--- src/datapathPkg.sv ---
package datapathPkg;

    localparam int maxRegisters = 16;  // widest register file the control structs can address

    typedef logic [31:0] word_t;
    typedef logic [3:0]  regIndex_t;  // register field inside IR
    typedef logic [4:0]  opcode_t;
    typedef logic [63:0] product_t;  // Z width, holds mul and div results

    // ALU opcodes, numbered as in the instruction set
    localparam opcode_t opAdd  = 5'd3;
    localparam opcode_t opSub  = 5'd4;
    localparam opcode_t opAnd  = 5'd5;
    localparam opcode_t opOr   = 5'd6;
    localparam opcode_t opShr  = 5'd7;
    localparam opcode_t opShra = 5'd8;
    localparam opcode_t opShl  = 5'd9;
    localparam opcode_t opRor  = 5'd10;
    localparam opcode_t opRol  = 5'd11;
    localparam opcode_t opMul  = 5'd15;
    localparam opcode_t opDiv  = 5'd16;
    localparam opcode_t opNeg  = 5'd17;
    localparam opcode_t opNot  = 5'd18;

    typedef struct packed {
        logic                    pcOut;
        logic                    zHighOut;
        logic                    zLowOut;
        logic                    mdrOut;
        logic                    hiOut;
        logic                    loOut;
        logic                    inPortOut;
        logic                    cOut;  // sign-extended constant from IR
        logic [maxRegisters-1:0] generalOut;  // one select per general register
    } busSources_t;

    typedef struct packed {
        logic                    pcEnable;
        logic                    incPc;  // with pcEnable, PC takes bus + 1
        logic                    irEnable;
        logic                    yEnable;
        logic                    zEnable;
        logic                    hiEnable;
        logic                    loEnable;
        logic                    marEnable;
        logic                    mdrEnable;
        logic                    inPortEnable;
        logic [maxRegisters-1:0] generalEnable;
    } loadEnables_t;

endpackage

--- src/dataBus.sv ---
module dataBus #(
    parameter int numRegisters = 16
) (
    input  datapathPkg::busSources_t  sources,
    input  datapathPkg::word_t        registerValue,
    input  datapathPkg::word_t        pcValue,
    input  datapathPkg::word_t        zHigh,
    input  datapathPkg::word_t        zLow,
    input  datapathPkg::word_t        mdrValue,
    input  datapathPkg::word_t        hiValue,
    input  datapathPkg::word_t        loValue,
    input  datapathPkg::word_t        inPortValue,
    input  datapathPkg::word_t        irValue,
    output datapathPkg::word_t        busData
);
    import datapathPkg::*;

    word_t cValue;
    logic  anyGeneral;

    assign cValue     = {{13{irValue[18]}}, irValue[18:0]};  // 19-bit immediate field
    assign anyGeneral = |sources.generalOut[numRegisters-1:0];

    // first select in the chain wins, idle bus reads zero
    always_comb begin
        if (anyGeneral) begin
            busData = registerValue;
        end else if (sources.pcOut) begin
            busData = pcValue;
        end else if (sources.zHighOut) begin
            busData = zHigh;
        end else if (sources.zLowOut) begin
            busData = zLow;
        end else if (sources.mdrOut) begin
            busData = mdrValue;
        end else if (sources.hiOut) begin
            busData = hiValue;
        end else if (sources.loOut) begin
            busData = loValue;
        end else if (sources.inPortOut) begin
            busData = inPortValue;
        end else if (sources.cOut) begin
            busData = cValue;
        end else begin
            busData = '0;
        end
    end

endmodule

--- config.mk ---
export PLATFORM = sky130hd
export DESIGN_NAME = dataBus
export DESIGN_NICKNAME = d
export VERILOG_FILES = /design/src/datapathPkg.sv /design/src/dataBus.sv
export SDC_FILE = /design/constraint.sdc
export NUM_CORES = 1
export LEC_CHECK = 0
export ABC_AREA = 1
export CAP_MARGIN = 20
export CORE_AREA = 10 10 126 128
export DETAILED_ROUTE_END_ITERATION = 8
export DIE_AREA = 0 0 136 138
export DONT_BUFFER_PORTS = 1
export GPL_TIMING_DRIVEN = 0
export PLACE_DENSITY = 0.36
export REMOVE_ABC_BUFFERS = 1
export SLEW_MARGIN = 10
export SYNTH_ARGS = -nofsm -noshare
export SYNTH_HDL_FRONTEND = slang
export SYNTH_SLANG_ARGS = --single-unit
--- constraint.sdc ---
create_clock -name vclk -period 2.2
set_input_delay 0.22 -clock vclk [all_inputs]
set_output_delay 0.22 -clock vclk [all_outputs]
set_load 0.1 [all_outputs]
==> results.md <==
- Flip-flop and latch count: 0
- Area of the die: 0.0188 mm2
- Syn avg cell area: 4.45 um2
- Max-slew violation count: 0
- CP arrival: 1.87 ns
- Most frequent CP cell: nand2_1
- Pin count of the biggest net entering global routing: 65
- HP Class: in -> out
- Logic pwr share: 100.0%
- Synthesis-to-finish area growth: -0.848%
- Reg power frac: 0%
- Row cnt: 43
- First-pass GRT wire length: around 24,000 um
- CP Depth: 6
- Total global routing overflow: 0
- Buf+Inv Stages, Crit Path: 0
- Via count: 4,096
- Crit-path cells: nor2_1 -> nand4_1 -> or2_4 -> a21oi_1 -> nand2_1 -> nand2_1
- Drt first pass iters: 8
- Clock power frac: 0%
- Num ports: between 300 and 400
- Power Internal: approximately 170 uW
- CP startpoint: sources[1]
- Seq/Total Area, Yosys: 0%
- Yosys cell types: 20
- Crit-path slowest cell: nand2_1
- Fin Setup TNS: 0 ns
- Fill count: 1,683
- Pleak: 1.71 nW
- F_max: 0.479 GHz
- Vias in the first global route: 4,072
- Critical path required time: roughly 2.0 ns
- Final setup vio count: 0
- Net Sw Power: 454 uW
- Antenna violations before repair: 0
- Antenna diodes: 0
- Type of the worst setup path: in -> out
- DRC errors left: 0
- Worst path max stage delay: between 0.6 and 0.7 ns
- Max Cap Violations: 0
- Cts hold-fix bufs: 0
- Maximum vdd drop: 0.0677 mV
- Final hold viol count: 0
- Switch share: approximately 73%
- Crit path max fanout: 33
- Startpoint types: input port
- Gate Count Post-Synth: 729
- Dpl cell area: approximately 0.0032 mm2
- Die width: ~140 um
- Tcrit/Tclk final: 94.9%
- Routed WL: 16,400 um
- Post-route ant nets: 0
- Power per standard cell area: 194 mW/mm2
- Via-to-Cell Ratio: 4.80
- Initial DRC Count: 197
- Synth Warn #: 0
- Pre-CTS WS: -0.112 ns
- Critical Path End: busData[2]
- Run status: finished, final reports clean
- Starting Density: about a quarter
- DR WL/cell: 19.2 um
- Min Tclk post-route: 2.09 ns
- Setup crit end kind: output pin
- CORE AREA: 0.0135 mm2
- Worst Slack Setup Final: 0.112 ns
- Max-slew headroom: 36.9%
- Port Buffers: 0
- Worst slew pin tran: 0.945 ns
- RePlAce Congestion: around 0.8
- DP HPWL: around 13,000 um
- GRT Total Usage: between 10% and 20%
- Final instance area: roughly 0.0032 mm2
- Final nets: approximately 1,000
- Family with the most delay on the worst path: simple AND/OR/NAND/NOR gates
- Clock buffers: 0
- Die Ht: 138 um
- Reg area: 0 um2
- Unrepaired setup endpoints after global routing: no
- Cell Area, Synth: 0.00325 mm2
- Share of cells above drive strength 1: between 8 and 9%
layout make-up:
type                       instances  area [um2]  area share [%]
multi-input combinational        606        2710            84.3
timing repair buffer               1        20.0           0.622
inverter                          67         259            8.05
tap                              180         225            7.00
cell usage after synthesis, drive strengths merged:
cell type  count  area [um2]
nand3         19         108
clkbuf        19        71.3
or2           19         119
a21oi        160         906
nand4          2        12.5
nor2          72         270
nand2        334        1250
buf           37         249
inv           67         257
worst min-delay path by stage:
stage | startpoint | endpoint | slack, ns | depth (start not counted)
floorplan | registerValue[0] | busData[0] | 1.02 | 2
global placement | registerValue[17] | busData[17] | 1.03 | 2
detailed placement | registerValue[13] | busData[13] | 1.03 | 2
CTS | registerValue[28] | busData[28] | 0.82 | 2
global route | registerValue[27] | busData[27] | 0.83 | 2
finish | registerValue[28] | busData[28] | 0.82 | 2
power groups by stage:
| stage | combinational (mW) | clock (mW) | sequential [mW] |
|---|---|---|---|
| 2_1_floorplan | 0.551 | 0 | 0 |
| 3_3_place_gp | 0.619 | 0 | 0 |
| 3_5_place_dp | 0.620 | 0 | 0 |
| 4_1_cts | 0.629 | 0 | 0 |
| 5_1_grt | 0.696 | 0 | 0 |
| 6_report | 0.623 | 0 | 0 |
cells in the final DEF (no fill, tap or decap):
cell type    n
a21oi_2     28
or2_1       10
nand4_1      2
nand2_1    317
nand3_1     18
nand2_2     17
or2_2        3
nor2_1      72
buf_12       1
or2_0        5
inv_1       64
inv_6        1
a21oi_1    132
or2_4        1
inv_4        1
inv_2        1
nand3_4      1
repair_timing:
item                                    4_1_cts  5_1_grt
endpoints found under the setup margin       26        0
setup buffers                                 0        0
resized for setup                            18        0
cell families (layout without fill, tap and decap cells):
family / count (synthesis) / after routing / share of synthesized area (%)
AND/OR/NAND/NOR: 446 / 446 / 54.3
AO/OA/AOI/OAI: 160 / 160 / 27.9
buffers and inverters: 123 / 68 / 17.8
per-stage QoR:
stage | utilization (%) | hold slack (ns) | std cells | power (mW)
after floorplan | - | 1.02 | 673 | 0.551
after global placement | 23.3 | 1.03 | 853 | 0.619
after detailed placement | 23.5 | 1.03 | 854 | 0.620
after CTS | 23.8 | 0.818 | 854 | 0.629
after global routing | 23.8 | 0.826 | 854 | 0.696
final | 23.8 | 0.816 | 854 | 0.623
metal layers:
layer  GRT usage (%)  routed length [um]  vias to the layer above  share of wire [%]
li1                -                   -                     2141                  -
met4           0.449                  53                        0               0.32
met5               0                   0                        -                  0
met2            29.0                8420                      216                 51
met3            4.38                1690                        4                 10
met1            17.9                6240                     1735                 38
Note: power is estimated with default switching activity, not from simulation.
