===== config.mk =====
export PLATFORM = sky130hd
export DESIGN_NAME = memoryInterface
export DESIGN_NICKNAME = d
export VERILOG_FILES = /design/src/datapathPkg.sv /design/src/memoryInterface.sv
export SDC_FILE = /design/constraint.sdc
export NUM_CORES = 1
export LEC_CHECK = 0
export BUFFER_PORTS_ARGS = -buffer_cell sky130_fd_sc_hd__buf_2
export CORE_MARGIN = 1.5
export CORE_UTILIZATION = 48
export DETAILED_ROUTE_END_ITERATION = 10
export PLACE_DENSITY = 0.84
export RECOVER_POWER = 100
export SLEW_MARGIN = 20
export SYNTH_ARGS = -nofsm -noshare
export SYNTH_HDL_FRONTEND = slang
export SYNTH_SLANG_ARGS = --single-unit

===== constraint.sdc =====
create_clock -name Clock -period 1.4 [get_ports Clock]
set_input_delay 0.28 -clock Clock [delete_from_list [all_inputs] [get_ports Clock]]
set_output_delay 0.28 -clock Clock [all_outputs]
set_load 0.02 [all_outputs]

===== src/datapathPkg.sv =====
package datapathPkg;

    localparam int maxRegisters = 16;  // widest register file the control structs can address

    typedef logic [31:0] word_t;
    typedef logic [3:0]  regIndex_t;  // register field inside IR
    typedef logic [4:0]  opcode_t;
    typedef logic [63:0] product_t;  // Z width, holds mul and div results

    // ALU opcodes, numbered as in the instruction set
    localparam opcode_t opAdd  = 5'd3;
    localparam opcode_t opSub  = 5'd4;
    localparam opcode_t opAnd  = 5'd5;
    localparam opcode_t opOr   = 5'd6;
    localparam opcode_t opShr  = 5'd7;
    localparam opcode_t opShra = 5'd8;
    localparam opcode_t opShl  = 5'd9;
    localparam opcode_t opRor  = 5'd10;
    localparam opcode_t opRol  = 5'd11;
    localparam opcode_t opMul  = 5'd15;
    localparam opcode_t opDiv  = 5'd16;
    localparam opcode_t opNeg  = 5'd17;
    localparam opcode_t opNot  = 5'd18;

    typedef struct packed {
        logic                    pcOut;
        logic                    zHighOut;
        logic                    zLowOut;
        logic                    mdrOut;
        logic                    hiOut;
        logic                    loOut;
        logic                    inPortOut;
        logic                    cOut;  // sign-extended constant from IR
        logic [maxRegisters-1:0] generalOut;  // one select per general register
    } busSources_t;

    typedef struct packed {
        logic                    pcEnable;
        logic                    incPc;  // with pcEnable, PC takes bus + 1
        logic                    irEnable;
        logic                    yEnable;
        logic                    zEnable;
        logic                    hiEnable;
        logic                    loEnable;
        logic                    marEnable;
        logic                    mdrEnable;
        logic                    inPortEnable;
        logic [maxRegisters-1:0] generalEnable;
    } loadEnables_t;

endpackage


===== src/memoryInterface.sv =====
module memoryInterface (
    input  logic                Clock,
    input  logic                reset,
    input  logic                marEnable,
    input  logic                mdrEnable,
    input  logic                read,
    input  datapathPkg::word_t  busData,
    input  datapathPkg::word_t  memData,
    output datapathPkg::word_t  marAddress,
    output datapathPkg::word_t  mdrValue
);

    always_ff @(posedge Clock) begin
        if (reset) begin
            marAddress <= '0;
            mdrValue   <= '0;
        end else begin
            if (marEnable) begin
                marAddress <= busData;
            end
            if (mdrEnable) begin
                mdrValue <= read ? memData : busData;  // read strobe picks memory over bus
            end
        end
    end

endmodule


==> results by stage, run 1 <==
Run status:
- The run finished with clean final reports.

Die:
- The y dimension of the die is 76.1 µm.
- The floorplan step defined a core boundary enclosing 0.00514 mm².
- The I/O pin count is 133.
- The die outline area is 0.00579 mm².
- The initialized floorplan defines 26 standard-cell rows.
- The x dimension of the die is 76.1 µm.
- The initial utilization of the core area, before any placement, comes to 0.499.

STA:
- Setup slack closes at 0.191 ns.
- The final count of pins violating max slew was 0.
- Setup total negative slack on the finished layout was measured at 0 ns.
- Setup violations remaining at the end of the flow were counted as 0.
- The remaining max-slew budget at the tightest pin is 0.586.
- The hold slack is 0.208 ns.
- The maximum clock frequency is 0.827 GHz.
- Setup repair after global routing left no endpoint under its margin.
- Dividing the final minimum period by the clock period gives 0.864.
- Clock skew on the completed layout was measured at 0 ns.
- For the pin with the worst max-slew slack, the measured transition is 0.621 ns.
- The number of hold violations in the final report is 0.
- The smallest clock period supported by the final layout is computed as 1.21 ns.

Setup path:
- The arrival time at the worst endpoint is 0.93 ns.
- The largest stage delay on the critical path is 0.34 ns.
- The critical path start-end classification is flip-flop to output pin.
- The endpoint type of the worst setup path is an output pin.
- The cell type of the slowest stage on the worst timing path is dfxtp_1.
- The highest fanout seen on the critical path is 2.
- The worst path buffer plus inverter count is 1.
- STA classifies the critical path startpoint as a flip-flop.
- Broken down by cell family, the worst path's largest delay share belongs to flip-flops.
- For the worst setup path, the data required time is 1.12 ns.
- Traced cell by cell, the critical path runs through clkbuf_1.

Power:
- The fraction of power consumed by combinational cells is 0.164.
- Of the total power, the share spent switching nets is 0.270.
- The share of total power dissipated in the clock network is 0.358.
- The leakage power is 1.53 nW.
- The post-layout total power is 4.20 mW.
- The internal power of the cells totals 3.06 mW.
- The switching component of the power is 1.13 mW.
- The worst-case vdd ir drop is 903 µV.
- The areal power density over the cells is 1270 mW/mm².
- The share of total power dissipated in sequential elements is 0.478.

Place:
- Routability-driven placement finished with a final weighted congestion of 0.842.
- The port buffer count is 132.
- The worst-case setup slack after placement is 0.293 ns.
- The placed standard-cell area is 0.00323 mm².
- The count of placed standard cells including taps is 430.
- Once detailed placement completed, the half-perimeter wirelength came to 4080 µm.

Clock network:
- After clock tree synthesis, the clock-pin slew on the worst setup and hold paths is 0.07 ns.
- The clock net in this run drives a total of 64 sinks.
- The H-tree was split into 3 levels.
- The number of buffers created by CTS is 9.
- The post-CTS resize count is 0.
- Buffers inserted to repair hold after CTS numbered 0.
- The CTS tree is done.
- The insertion delay of the later-clocked pin in the worst-skew pair is 0.32 ns.
- The buffer type at the clock tree root is clkbuf_8.
- No sink is reached through more buffers than the 2 on the longest clock path.
- The buffer count from post-CTS setup fixing is 0.

Worst hold path:
- The min-delay analysis places its worst path in the category input pin to flip-flop.

Logic synthesis:
- The number of unique standard cell types used by synthesis is 10.
- The synthesized design contains 64 register bits.
- Of the total synthesized cell area, the portion taken by XOR and XNOR cells is 0.
- The largest family of logic cells by synthesized area is multiplexers.
- The area fraction in and, or, nand and nor cells after synthesis is 0.0938.
- The share of synthesized area spent on multiplexers is 0.250.
- When the netlist entered floorplanning its net count stood at 315.
- Of the total synthesized cell area, the portion taken by full adders, half adders and majority gates is 0.
- The number of warnings reported in the yosys synthesis log is 0.
- The post-synthesis compound-gate area fraction is 0.0938.
- The mean cell area of the mapped netlist is 10.4 µm².
- Summing every instance area after synthesis gives 0.00256 mm².
- The sequential area share after synthesis is 0.500.
- After technology mapping, the gate count stands at 246.

Global routing:
- The wire length of the first global-routing pass is 9710 µm.
- Across every metal layer, demand over resource in global routing totals 0.209.
- Entering global routing, the biggest net connects 65 pins.
- The via count of the first global-routing pass is 2137.
- The total grt overflow is 0.
- The number of antenna violations at the first check in global routing is 0.

Route:
- The average wire length per cell after detail routing is 13.4 µm.
- The residual antenna-violating net count after detailed routing is 0.
- The detailed router finished its first iteration with 88 violations.
- The routed design has 5950 µm of wire.
- The routed via count divided by cell count is 4.94.
- Across all layers, the routed design uses 2199 vias.
- In the routed design, unresolved DRC markers number 0.
- The count of TritonRoute iterations in the first routing pass is 4.

Final layout:
- The filler cell count is 475.
- The final design instance area without fill is 0.00331 mm².
- The top cell types in the final layout, fill and taps aside, are buf_2 (68), clkbuf_1 (65), mux2i_1 (64), nor2_1 (64), dfxtp_1 (64).
- The post-route non-filler standard cell count is 445.
- The most common library cell in the layout ignoring fill and taps is buf_2.
- The final net count is 440.
- The signed area change from the synthesized netlist to the final layout is 29.2%.
- In the final layout, the share of cells above drive strength 1 is 0.229.
- The number of inserted diodes is 0.
- The utilization after layout is 0.644.

Job:
- The count of maximum capacitance violations is 0.
worst paths after layout:
check,start,to,slack (ns),cells past startpoint
worst max-delay path,marAddress[19]$_SDFFE_PP0P_,marAddress[19],0.19,1
worst min-delay path,busData[2],marAddress[2]$_SDFFE_PP0P_,0.21,3
worst max register to register,mdrValue[7]$_SDFFE_PP0P_,mdrValue[7]$_SDFFE_PP0P_,0.70,2
worst min register to register,mdrValue[13]$_SDFFE_PP0P_,mdrValue[13]$_SDFFE_PP0P_,0.48,2
cell families after synthesis:
kind of cell	after synthesis
muxes	64
DFF	64
and+or+nand+nor	64
AOI/OAI and AO/OA	32
buffers and inverters	22
Yosys cell counts, drive strengths merged:
library cell | number | area (µm²)
nor2 | 64 | 240
dfxtp | 64 | 1280
a211oi | 32 | 240
mux2i | 64 | 641
clkbuf | 6 | 22.5
buf | 16 | 138
power groups by stage:
| stage | clock network, mW | logic (mW) | registers, mW |
|---|---|---|---|
| final | 1.50 | 0.688 | 2.01 |
| after global placement | 0 | 0.720 | 2.04 |
| after detailed placement | 0 | 0.735 | 2.04 |
| after CTS | 1.54 | 0.736 | 2.00 |
| after floorplan | 0 | 0.312 | 2.19 |
| after global routing | 1.62 | 0.747 | 2.02 |
state kept, by name, summed over array words and instances, names as in the netlist:
register / flops
mdrValue: 32
marAddress: 32
layer usage:
metal  wire [µm]  vias to the layer above  global-route usage  part of all wire
met5           0                        -                   0                 0
met3         284                       11              0.0515             0.048
met4         119                        0              0.0981             0.020
met1        2640                     1004               0.234              0.44
li1            -                     1113                   -                 -
met2        2900                       71               0.372              0.49
area by class of cell:
cell class              count  area [µm²]  area share
repair buffers            136         636       0.192
multi-input cells         160        1120       0.338
well taps                  70        87.6      0.0264
flip-flops and latches     64        1280       0.387
clock buffers              11         141      0.0427
clock inverters             4        45.0      0.0136
No activity file was read; power rests on OpenSTA's default activity.
==> run 2, diff against run 1 <==
==> constraint.sdc (replaced) <==
create_clock -name Clock -period 1.6 [get_ports Clock]
set_input_delay 0.32 -clock Clock [delete_from_list [all_inputs] [get_ports Clock]]
set_output_delay 0.32 -clock Clock [all_outputs]
set_load 0.02 [all_outputs]
==> run 2 against run 1 <==
Highest routed layer unchanged. Sequential power down 12%. Core utilization down 0.49 points. Largest power group unchanged. Total power down 18%.
==> results by stage, run 2 (same netlist as run 1, synthesis figures left out) <==
Power:
- The fraction of power consumed by combinational cells is 0.175 (was 0.164).
- The worst-case vdd ir drop is 768 µV (was 903 µV).
- The net switching fraction of the power was 0.284 (was 0.270).
- The leakage power is 1.52 nW (was 1.53 nW).
- The sequential share of power is 0.508 (was 0.478).
- The areal power density over the cells is 1050 mW/mm² (was 1270 mW/mm²).
- The relative contribution of the clock network to total power is 0.317 (was 0.358).
- The internal power summed over all cells came to 2.48 mW (was 3.06 mW).
- The switching component of the power came to 982 µW (was 1.13 mW).

Setup path:
- The cell that appears most often on the critical path is buf_2.
- The critical path startpoint category is an input pin (was flip-flop).
- Critical Path, Cell by Cell: buf_2, buf_2, mux2i_1, nor2_1 (was clkbuf_1).
- The worst path buffer plus inverter count is 2 (was 1).
- The startpoint of the worst register-to-register path is mdrValue[21]$_SDFFE_PP0P_ (was mdrValue[7]$_SDFFE_PP0P_).
- The critical path's top delay family is buffers and inverters (was flip-flops).
- The highest fanout seen on the critical path is 32 (was 2).
- The cell type of the slowest stage on the worst timing path is buf_2 (was dfxtp_1).
- The arrival time at the worst endpoint is 1.53 ns (was 0.93 ns).
- The critical path start-end classification is input pin to flip-flop (was flip-flop to output pin).
- The worst path required time was 1.81 ns (was 1.12 ns).
- The largest stage delay on the critical path is 0.75 ns (was 0.34 ns).
- The origin of the worst setup path is marEnable (was marAddress[19]$_SDFFE_PP0P_).
- The endpoint type of the worst setup path is a flip-flop (was output pin).

Place:
- The port buffer count came to 132 (unchanged).
- The placed standard-cell area is 0.00323 mm² (unchanged).
- The routability congestion estimate from global placement is 0.843 (was 0.842).
- The HPWL after detailed placement is 4090 µm (was 4080 µm).
- The worst-case setup slack after placement is 0.458 ns (was 0.293 ns).

Run status:
- Result of the run: complete, no violations (unchanged).

Final layout:
- The share of post-route cells with drive strength above 1 is 0.227 (was 0.229).
- The number of inserted diodes is 0 (unchanged).
- The final design instance area without fill is 0.00329 mm² (was 0.00331 mm²).
- Commonest cells after routing, fill and taps aside: buf_2 (68), clkbuf_1 (66), mux2i_1 (64), nor2_1 (64), dfxtp_1 (64) (was buf_2 (68), clkbuf_1 (65), mux2i_1 (64), nor2_1 (64), dfxtp_1 (64)).
- The most common library cell in the layout ignoring fill and taps was buf_2 (unchanged).
- The filler cell count is 487 (was 475).
- The signed area change from the synthesized netlist to the final layout was 28.3% (was 29.2%).
- Largest registers: marAddress: 32 flops, mdrValue: 32 flops (unchanged).
- The final net count came to 440 (unchanged).

Route:
- The final routed DRC violation total came to 0 (unchanged).
- The average wire length per cell after detail routing is 13.4 µm (unchanged).
- The starting DRC count in detailed routing is 98 (was 88).
- The routed via count is 2202 (was 2199).
- The total wire length after detailed routing is 5950 µm (unchanged).
- The residual antenna-violating net count after detailed routing is 0 (unchanged).
- The routed via count divided by cell count is 4.95 (was 4.94).
- The count of TritonRoute iterations in the first routing pass is 4 (unchanged).

Die:
- The y dimension of the die is 76.1 µm (unchanged).
- The I/O pin count is 133 (unchanged).
- The initial core utilization is 0.499 (unchanged).
- The x dimension of the die is 76.1 µm (unchanged).
- The core footprint is 0.00514 mm² (unchanged).
- The die outline area is 0.00579 mm² (unchanged).
- The row count was 26 (unchanged).

STA:
- RSZ-0062 raised after global routing: no (unchanged).
- The final setup slack of the worst path is 0.276 ns (was 0.191 ns).
- The remaining max-slew budget at the tightest pin is 0.338 (was 0.586).
- The final count of pins violating max slew was 0 (unchanged).
- The worst clock skew came to 0 ns (unchanged).
- The number of hold violations in the final report came to 0 (unchanged).
- In the finished design, the share of the clock period the worst path needs comes to 0.827.
- The hold slack came to 0.251 ns (was 0.208 ns).
- The setup total negative slack is 0 ns (unchanged).
- The minimum clock period after layout is 1.32 ns.
- The final count of negative-setup-slack endpoints is 0 (unchanged).
- The transition time at the pin with the least slew margin was 0.993 ns (was 0.621 ns).
- The maximum clock frequency is 0.755 GHz.

Global routing:
- The number of antenna violations at the first check in global routing is 0 (unchanged).
- The total grt overflow was 0 (unchanged).
- The wire length of the first global-routing pass is 9730 µm (was 9710 µm).
- The overall fraction of global-route tracks in use is 0.209 (about the same).
- The maximum number of pins on one net before global-route repair is 65 (unchanged).
- The via count of the first global-routing pass came to 2177 (was 2137).

Worst hold path:
- The type of the tightest min-delay check is input pin to flip-flop (unchanged).
- The hold path startpoint was busData[15] (was busData[2]).

Clock network:
- The post-CTS resize count came to 0 (unchanged).
- The CTS tree was done (unchanged).
- The buffer type at the clock tree root was clkbuf_8 (unchanged).
- The post-cts hold buffer count is 0 (unchanged).
- The buffer count from post-CTS setup fixing is 0 (unchanged).
- The clock tree buffer depth is 2 (unchanged).
- The number of buffers created by CTS was 9 (unchanged).
- The insertion delay of the later-clocked pin in the worst-skew pair came to 0.31 ns (was 0.32 ns).
- The deepest level of the CTS H-tree is 3 (unchanged).
- The clock-pin slew on the worst setup and hold paths is 0.07 ns (about the same).
- The number of sinks driven by the clock tree is 64 (unchanged).

Job:
- The count of maximum capacitance violations is 0 (unchanged).
==> run 2: cell type report <==
class	instances	area [µm²]	share of cell area
Clock inverter	5	25.0	0.00761
Clock buffer	10	128	0.0388
Tap cell	70	87.6	0.0266
Sequential cell	64	1280	0.390
Multi-Input combinational cell	160	1120	0.341
Timing Repair Buffer	136	644	0.196
==> run 2: per-layer routing <==
| layer | GRT usage | wire length (µm) |
|---|---|---|
| met2 | 0.374 | 2940 |
| met4 | 0.0981 | 102 |
| met3 | 0.0455 | 294 |
| met1 | 0.235 | 2610 |
| met5 | 0 | 0 |
==> run 2: power by group through the flow <==
stage / clock (mW) / sequential (mW) / combinational [mW]
floorplan: 0 / 1.92 / 0.273
global placement: 0 / 1.78 / 0.630
detailed placement: 0 / 1.79 / 0.643
CTS: 1.15 / 1.75 / 0.644
global route: 1.21 / 1.77 / 0.658
finish: 1.10 / 1.76 / 0.606
==> run 2: worst register-to-register path, cell delays in order, from the launching register on <==
cell and delay, ns:
dfxtp_1 0.34, nor2_1 0.05, a211oi_1 0.23
==> run 2: metrics by stage <==
stage,util,total power [mW],cells
3_5_place_dp,0.629,2.43,430
4_1_cts,0.658,3.55,445
2_1_floorplan,-,2.19,246
5_1_grt,0.639,3.64,445
6_report,0.639,3.46,445
3_3_place_gp,0.629,2.41,430
==> run 2: worst paths after layout <==
check | to | slack (ns) | depth (start not counted)
worst min-delay path | marAddress[15]$_SDFFE_PP0P_ | 0.25 | 3
worst max register to register | mdrValue[21]$_SDFFE_PP0P_ | 0.90 | 2
worst min register to register | mdrValue[23]$_SDFFE_PP0P_ | 0.48 | 2
worst max-delay path | marAddress[9]$_SDFFE_PP0P_ | 0.28 | 4
