===== src/datapathPkg.sv =====
package datapathPkg;

    localparam int maxRegisters = 16;  // widest register file the control structs can address

    typedef logic [31:0] word_t;
    typedef logic [3:0]  regIndex_t;  // register field inside IR
    typedef logic [4:0]  opcode_t;
    typedef logic [63:0] product_t;  // Z width, holds mul and div results

    // ALU opcodes, numbered as in the instruction set
    localparam opcode_t opAdd  = 5'd3;
    localparam opcode_t opSub  = 5'd4;
    localparam opcode_t opAnd  = 5'd5;
    localparam opcode_t opOr   = 5'd6;
    localparam opcode_t opShr  = 5'd7;
    localparam opcode_t opShra = 5'd8;
    localparam opcode_t opShl  = 5'd9;
    localparam opcode_t opRor  = 5'd10;
    localparam opcode_t opRol  = 5'd11;
    localparam opcode_t opMul  = 5'd15;
    localparam opcode_t opDiv  = 5'd16;
    localparam opcode_t opNeg  = 5'd17;
    localparam opcode_t opNot  = 5'd18;

    typedef struct packed {
        logic                    pcOut;
        logic                    zHighOut;
        logic                    zLowOut;
        logic                    mdrOut;
        logic                    hiOut;
        logic                    loOut;
        logic                    inPortOut;
        logic                    cOut;  // sign-extended constant from IR
        logic [maxRegisters-1:0] generalOut;  // one select per general register
    } busSources_t;

    typedef struct packed {
        logic                    pcEnable;
        logic                    incPc;  // with pcEnable, PC takes bus + 1
        logic                    irEnable;
        logic                    yEnable;
        logic                    zEnable;
        logic                    hiEnable;
        logic                    loEnable;
        logic                    marEnable;
        logic                    mdrEnable;
        logic                    inPortEnable;
        logic [maxRegisters-1:0] generalEnable;
    } loadEnables_t;

endpackage


===== src/specialRegisters.sv =====
module specialRegisters (
    input  logic                       Clock,
    input  logic                       reset,
    input  datapathPkg::loadEnables_t  loads,
    input  datapathPkg::word_t         busData,
    input  datapathPkg::product_t      aluResult,
    input  datapathPkg::word_t         inPortData,
    output datapathPkg::word_t         pcValue,
    output datapathPkg::word_t         irValue,
    output datapathPkg::word_t         yValue,
    output datapathPkg::word_t         zHigh,
    output datapathPkg::word_t         zLow,
    output datapathPkg::word_t         hiValue,
    output datapathPkg::word_t         loValue,
    output datapathPkg::word_t         inPortValue
);
    import datapathPkg::*;

    product_t zValue;

    always_ff @(posedge Clock) begin
        if (reset) begin
            pcValue     <= '0;
            irValue     <= '0;
            yValue      <= '0;
            zValue      <= '0;
            hiValue     <= '0;
            loValue     <= '0;
            inPortValue <= '0;
        end else begin
            if (loads.pcEnable) begin
                pcValue <= loads.incPc ? busData + 32'd1 : busData;  // fetch step bumps PC
            end
            if (loads.irEnable) begin
                irValue <= busData;
            end
            if (loads.yEnable) begin
                yValue <= busData;  // ALU operand A
            end
            if (loads.zEnable) begin
                zValue <= aluResult;  // full 64 bits for mul/div
            end
            if (loads.hiEnable) begin
                hiValue <= busData;
            end
            if (loads.loEnable) begin
                loValue <= busData;
            end
            if (loads.inPortEnable) begin
                inPortValue <= inPortData;  // sampled from the pins, not the bus
            end
        end
    end

    assign zHigh = zValue[63:32];
    assign zLow  = zValue[31:0];

endmodule

===== config.mk =====
export PLATFORM = sky130hd
export DESIGN_NAME = specialRegisters
export DESIGN_NICKNAME = d
export VERILOG_FILES = /design/src/datapathPkg.sv /design/src/specialRegisters.sv
export SDC_FILE = /design/constraint.sdc
export NUM_CORES = 1
export LEC_CHECK = 0
export BUFFER_PORTS_ARGS = -buffer_cell sky130_fd_sc_hd__buf_2
export CORE_AREA = 3 3 160 162
export DETAILED_ROUTE_END_ITERATION = 10
export DIE_AREA = 0 0 163 165
export GPL_TIMING_DRIVEN = 0
export PLACE_DENSITY_LB_ADDON = 0.25
export SETUP_SLACK_MARGIN = 0.2
export SYNTH_ARGS = -nofsm -noshare
export SYNTH_HDL_FRONTEND = slang
export SYNTH_SLANG_ARGS = --single-unit

===== constraint.sdc =====
create_clock -name Clock -period 2.2 [get_ports Clock]
set_input_delay 0.22 -clock Clock [delete_from_list [all_inputs] [get_ports Clock]]
set_output_delay 0.22 -clock Clock [all_outputs]
set_load 0.03 [all_outputs]

==> flow_summary.toml, run 1 <==
[clock_tree]
clock_path_buffers = 3
clk_pin_slew_worst_paths_ps = 60
cts-root-buf = "clkbuf_16"
cts_max_level = 1
numCtsBuffers = 28
cts_setup_buffers = 0
worstSkewPairLatency_ps = 530
cts_tree = "done"
cts_sinks = 256

[timing]
min_period_over_period_pct = 85.55
fin_worst_skew_ps = 0
setup-tns-final_ps = 0
worst_pin_slew_ps = 1176
rsz0062_at_grt = "no"
setup_violations = 0
setup_ws_ps = 317.8
timing.final.hold_violations = 0
period_minus_slack_ps = 1882
drv_slew = 0
slew_headroom_pct = 20.90
fmax_ghz = 0.5313

[setup_path]
worstPathBufferInverterCount = 1
cp_slowest_cell = "nor4_1"
crit_arrival_ps = 2310
cp_common_cell = "nor4_1"
rr_endpoint = "pcValue[30]$_SDFFE_PP0P_"
rrSetupSlack_ps = 1270
crit_required_ps = 2630
reg2reg_depth = 3
path_delay_family = "simple AND/OR/NAND/NOR gates"
cp-start-kind = "primary input"
worst-path-max-fanout = 8
end_kind = "register"
crit_type = "in2reg"
critPathMaxStageDelay_ps = 1010
r2r-start = "pcValue[30]$_SDFFE_PP0P_"
path_cells = "buf_1 -> nand2_1 -> nor4_1 -> a211oi_1 -> nor4_1"

[synth]
synth_cell_types = 37
synth_cells = 980
seq_area_frac_synth_pct = 52.76
synth.net_count = 1137
yosys.area.top_type = "dfxtp_1"
avgSynthCellArea_sq_um = 9.911
syn_area_sq_um = 9713
synth_top_area_share_pct = 52.76
synth-seq-cells = 256
ys_warn_count = 0
synthTopCellsByArea = "dfxtp_1, mux2i_1, nor2_1"

[hold_path]
hp-class = "in2reg"
whs_path_depth = 3
min_to = "loValue[1]$_SDFFE_PP0P_"
hold_start = "busData[1]"

[routing]
dr.pass1.iters = 5
vias = 8855
drtAntennaViolNets = 0
first_iter_violations = 444
post_drt_wl_per_cell_microns = 18.20
viasPerCell = 4.871
drc = 0
drt-total-wl_microns = 33090

[pwr]
total_power_w = 0.01212
p_leak_nw = 6.912
vdd.ir_drop.worst_v = 0.0007200
power.density_nw_per_um2 = 869.8

[die]
die_x_microns = 163
core_sq_um = 24250
rows = 57
die_h_microns = 165
num_io_pins = 412
die-area_sq_um = 26900
initial_core_util_pct = 40.06

[place]
dp_hpwl_microns = 23320
portBuffers = 365
pre_cts_ws_ps = -123.4
gp_congestion = 0.8497

[grt]
grt_pass1_vias = 8781
grt_pass1_wl_microns = 49980
grt_usage_pct = 23.55
grt-ovfl-total = 0
grt_max_degree = 14
antenna_found_initial = 1

[finish]
area_growth_pct = 43.50
fill_cells = 2161
drive_above_1_share_pct = 29.14
final_nets = 1629

[run]
cap_violations = 0

[run_status]
status = "completed"
## worst reg2reg max path, cell delays in order (launching register included)
cell and delay [ps]:
dfxtp_1 320, nor2_1 40, or3_1 350, nor3_1 140
## cell usage in the layout (no fill, tap or decap), types with 7 or more instances in the layout
cell type,instances
a311oi_1,11
clkbuf_16,29
nor3_1,10
dlygate4sd3_1,97
or4_1,7
nor2_1,262
inv_1,7
xnor2_1,9
nand3_1,9
dfxtp_1,256
a211oi_1,17
nand4_1,7
or3_1,9
buf_1,26
clkbuf_1,49
buf_2,379
nor4_1,14
mux2i_1,225
nand2_1,10
## layout make-up
cell class,instances,area [sq um],share of cell area [%]
sequential,256,5125,36.77
multi-input combinational,628,4205,30.17
timing repair buffer,462,2798,20.07
clock buffer,37,815.8,5.853
tap,324,405.4,2.908
buffer,89,356.6,2.558
clock inverter,14,203.9,1.463
inverter,7,26.28,0.1885
antenna,1,2.502,0.01795
## routing by layer
layer	share of wire, %	global-route usage, %	routed length [microns]	vias to the layer above
met5	0	0	0	-
met4	2.9	7.612	957	0
met3	8.8	7.073	2920	53
met2	48	40.38	15950	335
met1	40	28.37	13260	4142
li1	-	-	-	4325
## stage by stage
stage | hold slack (ps) | cell area (sq um) | std cells | utilization [%]
after global routing | 58.64 | 13940 | 1818 | 57.48
final | 36.07 | 13940 | 1818 | 57.48
after floorplan | 367.2 | 9713 | 980 | -
after global placement | 452.8 | 11950 | 1669 | 49.26
after CTS | 22.48 | 13940 | 1817 | 57.47
after detailed placement | 463.5 | 11950 | 1669 | 49.26
## synthesized netlist by cell type (all sizes together)
| library cell | instances |
|---|---|
| nor2 | 262 |
| dfxtp | 256 |
| mux2i | 225 |
| clkbuf | 48 |
| buf | 41 |
| a211oi | 17 |
| nor4 | 14 |
| nand3 | 12 |
| a311oi | 11 |
| nand2 | 10 |
| nor3 | 10 |
| or3 | 9 |
| xnor2 | 9 |
| nand4 | 8 |
| or4 | 8 |
| inv | 7 |
| o21ai | 6 |
| o31ai | 6 |
| a21oi | 5 |
| and4 | 3 |
| nand2b | 3 |
| xor2 | 2 |
| a211o | 1 |
| and3 | 1 |
| ha | 1 |
| nand3b | 1 |
| o211a | 1 |
| o41ai | 1 |
| or2 | 1 |
| or4b | 1 |
## registers in the layout, indices dropped and copies added, names as in the netlist
| signal | flops |
|---|---|
| zValue | 64 |
| hiValue | 32 |
| inPortValue | 32 |
| irValue | 32 |
| loValue | 32 |
| pcValue | 32 |
| yValue | 32 |
## repair_timing
item                      in CTS  in global routing
hold endpoints to repair      98                  0
resized for setup              0                  0
hold buffers                  97                  0
## how the worst max path moves through the flow
stage,startpoint,endpoint,slack [ps],cells after the start
6_report,busData[14],pcValue[25]$_SDFFE_PP0P_,320,5
5_1_grt,busData[14],pcValue[24]$_SDFFE_PP0P_,230,5
4_1_cts,busData[14],pcValue[25]$_SDFFE_PP0P_,410,5
3_5_place_dp,busData[14],pcValue[25]$_SDFFE_PP0P_,-120,5
3_3_place_gp,busData[14],pcValue[25]$_SDFFE_PP0P_,-170,5
2_1_floorplan,busData[7],pcValue[18]$_SDFFE_PP0P_,380,6
## kinds of logic after synthesis
| family | count (synthesis) | synth area share [%] |
|---|---|---|
| AO/OA/AOI/OAI | 48 | 3.620 |
| XOR/XNOR | 11 | 0.9920 |
| adder cells (fa/ha/maj) | 1 | 0.1288 |
| buffers and inverters | 96 | 3.942 |
| flip-flops | 256 | 52.76 |
| multiplexers | 225 | 23.19 |
| AND/OR/NAND/NOR | 343 | 15.37 |
## where the power goes
group / leakage [nW] / internal (W) / total, W / switching, W
logic: 4.29 / 0.000698 / 0.00199 / 0.00129
clock network: 0.502 / 0.00318 / 0.00507 / 0.00189
registers: 2.12 / 0.00492 / 0.00506 / 0.000138
Note: power is estimated with default switching activity, not from simulation.
==> run 2, diff against run 1 <==
Settings changed: GPL_TIMING_DRIVEN 0 to not set, REMOVE_ABC_BUFFERS set to 1, SETUP_SLACK_MARGIN 0.2 to 0.3.
==> run 2 against run 1 <==
Combinational power hardly changed; total power is 1.7% lower; clock power is 4.5% lower; worst hold slack worse by 9.3 ps; routed wire length is 0.28% higher; final cell count is 1.6% lower; register-to-register slack hardly changed; flip-flop and latch count stayed put; core utilization is 0.26 points higher; critical endpoint is now pcValue[31]$_SDFFE_PP0P_; largest power group is now sequential cells.
==> flow_summary.toml, run 2 (synthesis results as in run 1) <==
[die]
die_x_microns = 163
die-area_sq_um = 26900
die_h_microns = 165
num_io_pins = 412
core_sq_um = 24250
initial_core_util_pct = 40.06
rows = 57

[timing]
timing.final.hold_violations = 0
slew_headroom_pct = 62.01
fmax_ghz = 0.6803
period_minus_slack_ps = 1470
setup-tns-final_ps = 0
worst_pin_slew_ps = 569.8
rsz0062_at_grt = "no"
drv_slew = 0
min_period_over_period_pct = 66.81
holdWs_ps = 26.78
setup_violations = 0
fin_worst_skew_ps = 0

[run]
cap_violations = 0

[setup_path]
cp_slowest_cell = "or4_1"
crit_path_start = "busData[17]"
worst-path-max-fanout = 9
cp-start-kind = "primary input"
path_delay_family = "simple AND/OR/NAND/NOR gates"
worstPathBufferInverterCount = 1
crit_required_ps = 2640
path_cells = "buf_2 -> nand4_1 -> or4_1 -> or2_1 -> a211oi_1"
crit_type = "in2reg"
crit_arrival_ps = 1910
critPathMaxStageDelay_ps = 730
r2r-start = "pcValue[30]$_SDFFE_PP0P_"
end_kind = "register"

[grt]
grt_pass1_wl_microns = 49330
grt_usage_pct = 23.36
grt_max_degree = 81
antenna_found_initial = 1
grt-ovfl-total = 0
grt_pass1_vias = 8658

[pwr]
power.density_nw_per_um2 = 851.4
p_int_w = 0.008607
p_clk_share_pct = 40.6
power_frac_seq_pct = 42.5
p_sw_share_pct = 27.81
switching_power_w = 0.003315
p_leak_nw = 7.038
p_comb_share_pct = 16.9
vdd.ir_drop.worst_v = 0.0007205
total_power_w = 0.01192

[routing]
vias = 8704
drtAntennaViolNets = 0
drt-total-wl_microns = 33190
viasPerCell = 4.865
first_iter_violations = 408
post_drt_wl_per_cell_microns = 18.55
dr.pass1.iters = 5
drc = 0

[clock_tree]
numCtsBuffers = 28
cts-root-buf = "clkbuf_16"
cts.hold.buffers_added = 96
post_cts_resized = 0
cts_max_level = 1
clock_path_buffers = 3
cts_sinks = 256
worstSkewPairLatency_ps = 520
clk_pin_slew_worst_paths_ps = 60
cts_setup_buffers = 0
cts_tree = "done"

[place]
dp_hpwl_microns = 22460
gp_congestion = 0.8255
portBuffers = 393

[finish]
largest_reg_flops = 64
layout_common_cells = "buf_2, nor2_1, dfxtp_1"
drive_above_1_share_pct = 32.58
finalCoreUtilization_pct = 57.75
final_nets = 1599
final_common_cell = "buf_2"
area_growth_pct = 44.16
largest-register = "zValue"

[hold_path]
hold_start = "busData[18]"
hp-class = "in2reg"

[run_status]
status = "completed"
-- run 2: worst reg2reg max path, cell delays in order, from the launching register on --
cell and delay [ps]:
dfxtp_1 330, nor2_1 40, or3_1 360, nor3_1 140
-- run 2: layout make-up --
type                    instances  area (sq um)
inverters                       7         26.28
repair buffers                521          3267
clock buffers                  41         830.8
flip-flops and latches        256          5125
well taps                     324         405.4
clock inverters                11         133.9
fillers                      2078         10250
multi-input cells             628          4212
diodes                          1         2.502
-- run 2: per-layer routing --
layer  up-vias  part of all wire [%]  GRT usage, %  wire length [microns]
met2       364                    47         39.52                  15530
met4         0                   5.2         11.46                   1739
met1      4002                    38         26.26                  12750
met5         -                     0             0                      0
li1       4262                     -             -                      -
met3        76                   9.5         8.202                   3168
-- run 2: stage by stage --
stage	worst slack (ps)	area (sq um)	std cells
6_report	730.1	14000	1789
5_1_grt	599.7	14000	1789
4_1_cts	713.3	14000	1788
3_5_place_dp	148.3	12070	1640
3_3_place_gp	167.5	12070	1640
2_1_floorplan	414.6	9356	891
-- run 2: final timing paths --
path                                   end  slack (ps)  depth (start not counted)
setup / recovery  pcValue[31]$_SDFFE_PP0P_         730                          5
hold / removal    pcValue[18]$_SDFFE_PP0P_          30                          3
setup reg to reg  pcValue[30]$_SDFFE_PP0P_        1260                          3
hold reg to reg   pcValue[18]$_SDFFE_PP0P_         480                          2
-- run 2: power by group through the flow --
| stage | sequential [W] | combinational [W] | clock, W |
|---|---|---|---|
| floorplan | 0.00572 | 0.000438 | 0 |
| global placement | 0.00515 | 0.00185 | 0 |
| detailed placement | 0.00515 | 0.00187 | 0 |
| CTS | 0.00506 | 0.00201 | 0.00496 |
| global route | 0.00509 | 0.00216 | 0.00516 |
| finish | 0.00506 | 0.00202 | 0.00484 |
==> run 3, diff against run 2 <==
Settings changed: ABC_AREA set to 1, CORE_AREA 3 3 160 162 to 3 3 159 161, DIE_AREA 0 0 163 165 to 0 0 162 164.
Clock period 2.2 ns to 1.3 ns, I/O delays scaled along.
==> run 3 against run 2 <==
Synthesized area down 0.48%; global-route usage up 4.5 points; routed wire length up 17%; final area up 17%; total power up 77%; sequential power up 76%; core utilization up 10 points; clock power up 60%; largest cell class is now non-clock buffers.
==> flow_summary.toml, run 3 <==
[run_status]
status = "completed"

[setup_path]
cp-start-kind = "register"
crit_path_start = "zValue[25]$_SDFFE_PP0P_"
critPathMaxStageDelay_ps = 370
worst-path-max-fanout = 2
crit_required_ps = 1170
path_delay_family = "flip-flops"
crit_type = "reg2out"
crit_arrival_ps = 1050
r2r-start = "hiValue[30]$_SDFFE_PP0P_"
cp_slowest_cell = "dfxtp_2"
end_kind = "output port"
path_cells = "buf_6"
worstPathBufferInverterCount = 1

[clock_tree]
clk_pin_slew_worst_paths_ps = 60
cts-root-buf = "clkbuf_16"
clock_path_buffers = 3
cts_max_level = 1
cts_tree = "done"
numCtsBuffers = 27
worstSkewPairLatency_ps = 520
cts_sinks = 256

[synth]
avgSynthCellArea_sq_um = 7.660
synthTopCellsByArea = "dfxtp_1, nor2_1, o21ai_0"
synth-main-ff-cell = "dfxtp_1"
synth_cell_types = 32
synth-seq-cells = 256
yosysMostFrequentCell = "nor2_1"
syn_area_sq_um = 9667
synth_top_cells_by_count = "nor2_1, dfxtp_1, o21ai_0"
synth-edff-count = 0
yosys.area.top_type = "dfxtp_1"
seq_area_frac_synth_pct = 53.02
synth_top_area_share_pct = 53.02
ys_warn_count = 0
synth_cells = 1262
synthArstFlopShare_pct = 0

[pwr]
power.density_nw_per_um2 = 1287
p_leak_nw = 7.620
vdd.ir_drop.worst_v = 0.001091
total_power_w = 0.02112

[routing]
first_iter_violations = 740
drc = 0
post_drt_wl_per_cell_microns = 18.23
drtAntennaViolNets = 0
viasPerCell = 5.058
drt-total-wl_microns = 38990
dr.pass1.iters = 5
vias = 10819

[die]
die-area_sq_um = 26570
die_h_microns = 164
rows = 57
num_io_pins = 412
die_x_microns = 162
core_sq_um = 24110
initial_core_util_pct = 40.10

[timing]
min_period_over_period_pct = 90.42
rsz0062_at_grt = "yes"
slew_headroom_pct = 74.97
drv_slew = 0
holdWs_ps = 25.40
period_minus_slack_ps = 1175
setup_violations = 0
fin_worst_skew_ps = 0
timing.final.hold_violations = 0
setup-tns-final_ps = 0
fmax_ghz = 0.8507
worst_pin_slew_ps = 375.5

[place]
postPlaceCellArea_sq_um = 12280
dp_hpwl_microns = 24670
gp_congestion = 0.8599
portBuffers = 393

[finish]
layout_common_cells = "nor2_1, dfxtp_2, buf_6"
largest-register = "zValue"
stdcell_area_sq_um = 16410
final_common_cell = "nor2_1"
largest_reg_flops = 64
fill_cells = 1883
multi_input_area_sq_um = 3929
area_growth_pct = 69.76
finalCoreUtilization_pct = 68.08
final_nets = 1950
drive_above_1_share_pct = 45.09
seq_area_sq_um = 5445

[hold_path]
hold_start = "busData[28]"
hp-class = "in2reg"

[grt]
grt_pass1_vias = 10942
grt_max_degree = 49
grt_usage_pct = 27.82
antenna_found_initial = 4
grt_pass1_wl_microns = 59250
grt-ovfl-total = 0

[run]
cap_violations = 0
-- run 3: logic make-up (layout without fill, tap and decap cells) --
group                    Yosys count  count (layout)  synth area share [%]
AO/OA/AOI/OAI                    323             323                 16.89
other                              0               1                     0
flip-flops                       256             256                 53.02
AND/OR/NAND/NOR                  523             523                 22.28
adder cells (fa/ha/maj)            1               1                0.1294
buffers and inverters            145             697                 6.420
XOR/XNOR                          14              14                 1.268
-- run 3: metrics by stage --
stage                     setup WS, ps  cells
after floorplan                  -2115   1168
after global placement          -30.00   1955
after detailed placement        -39.99   1955
after CTS                        107.0   2128
after global routing             104.7   2139
final                            124.5   2139
-- run 3: worst reg2reg max path, stage by stage (launching register included) --
cell	delay (ps)
dfxtp_2	320
buf_4	120
o21ai_0	250
a21oi_1	90
-- run 3: metal layers --
metal | up-vias | wire length (microns) | track usage [%] | part of all wire [%]
met1 | 5061 | 14460 | 30.69 | 37
met5 | - | 44 | 0 | 0.11
met3 | 133 | 2998 | 7.364 | 7.7
li1 | 5135 | - | - | -
met2 | 484 | 19140 | 49.37 | 49
met4 | 6 | 2351 | 14.19 | 6.0
-- run 3: worst paths after layout --
check | endpoint | slack [ps] | depth (start not counted)
max | zLow[25] | 120 | 1
min | irValue[28]$_SDFFE_PP0P_ | 30 | 3
max reg2reg | hiValue[30]$_SDFFE_PP0P_ | 400 | 3
min reg2reg | irValue[11]$_SDFFE_PP0P_ | 500 | 2
-- run 3: area by class of cell --
cell class / count / share of cell area (%)
clock inverters: 15 / 0.8692
clock buffers: 35 / 4.544
well taps: 324 / 2.470
multi-input cells: 861 / 23.94
inverters: 51 / 1.220
flip-flops and latches: 256 / 33.18
diodes: 1 / 0.01525
repair buffers: 596 / 33.76
-- run 3: what timing repair did --
item	in CTS	in global routing
cloned	0	0
buffers inserted	7	10
hold buffers	116	0
resized for setup	768	12
endpoints found under the hold margin	147	0
endpoints found under the setup margin	256	302
-- run 3: where the power goes --
| part | switching, W | internal [W] |
|---|---|---|
| Combinational | 0.00256 | 0.00193 |
| Sequential | 0.000400 | 0.00852 |
| Clock | 0.00325 | 0.00447 |
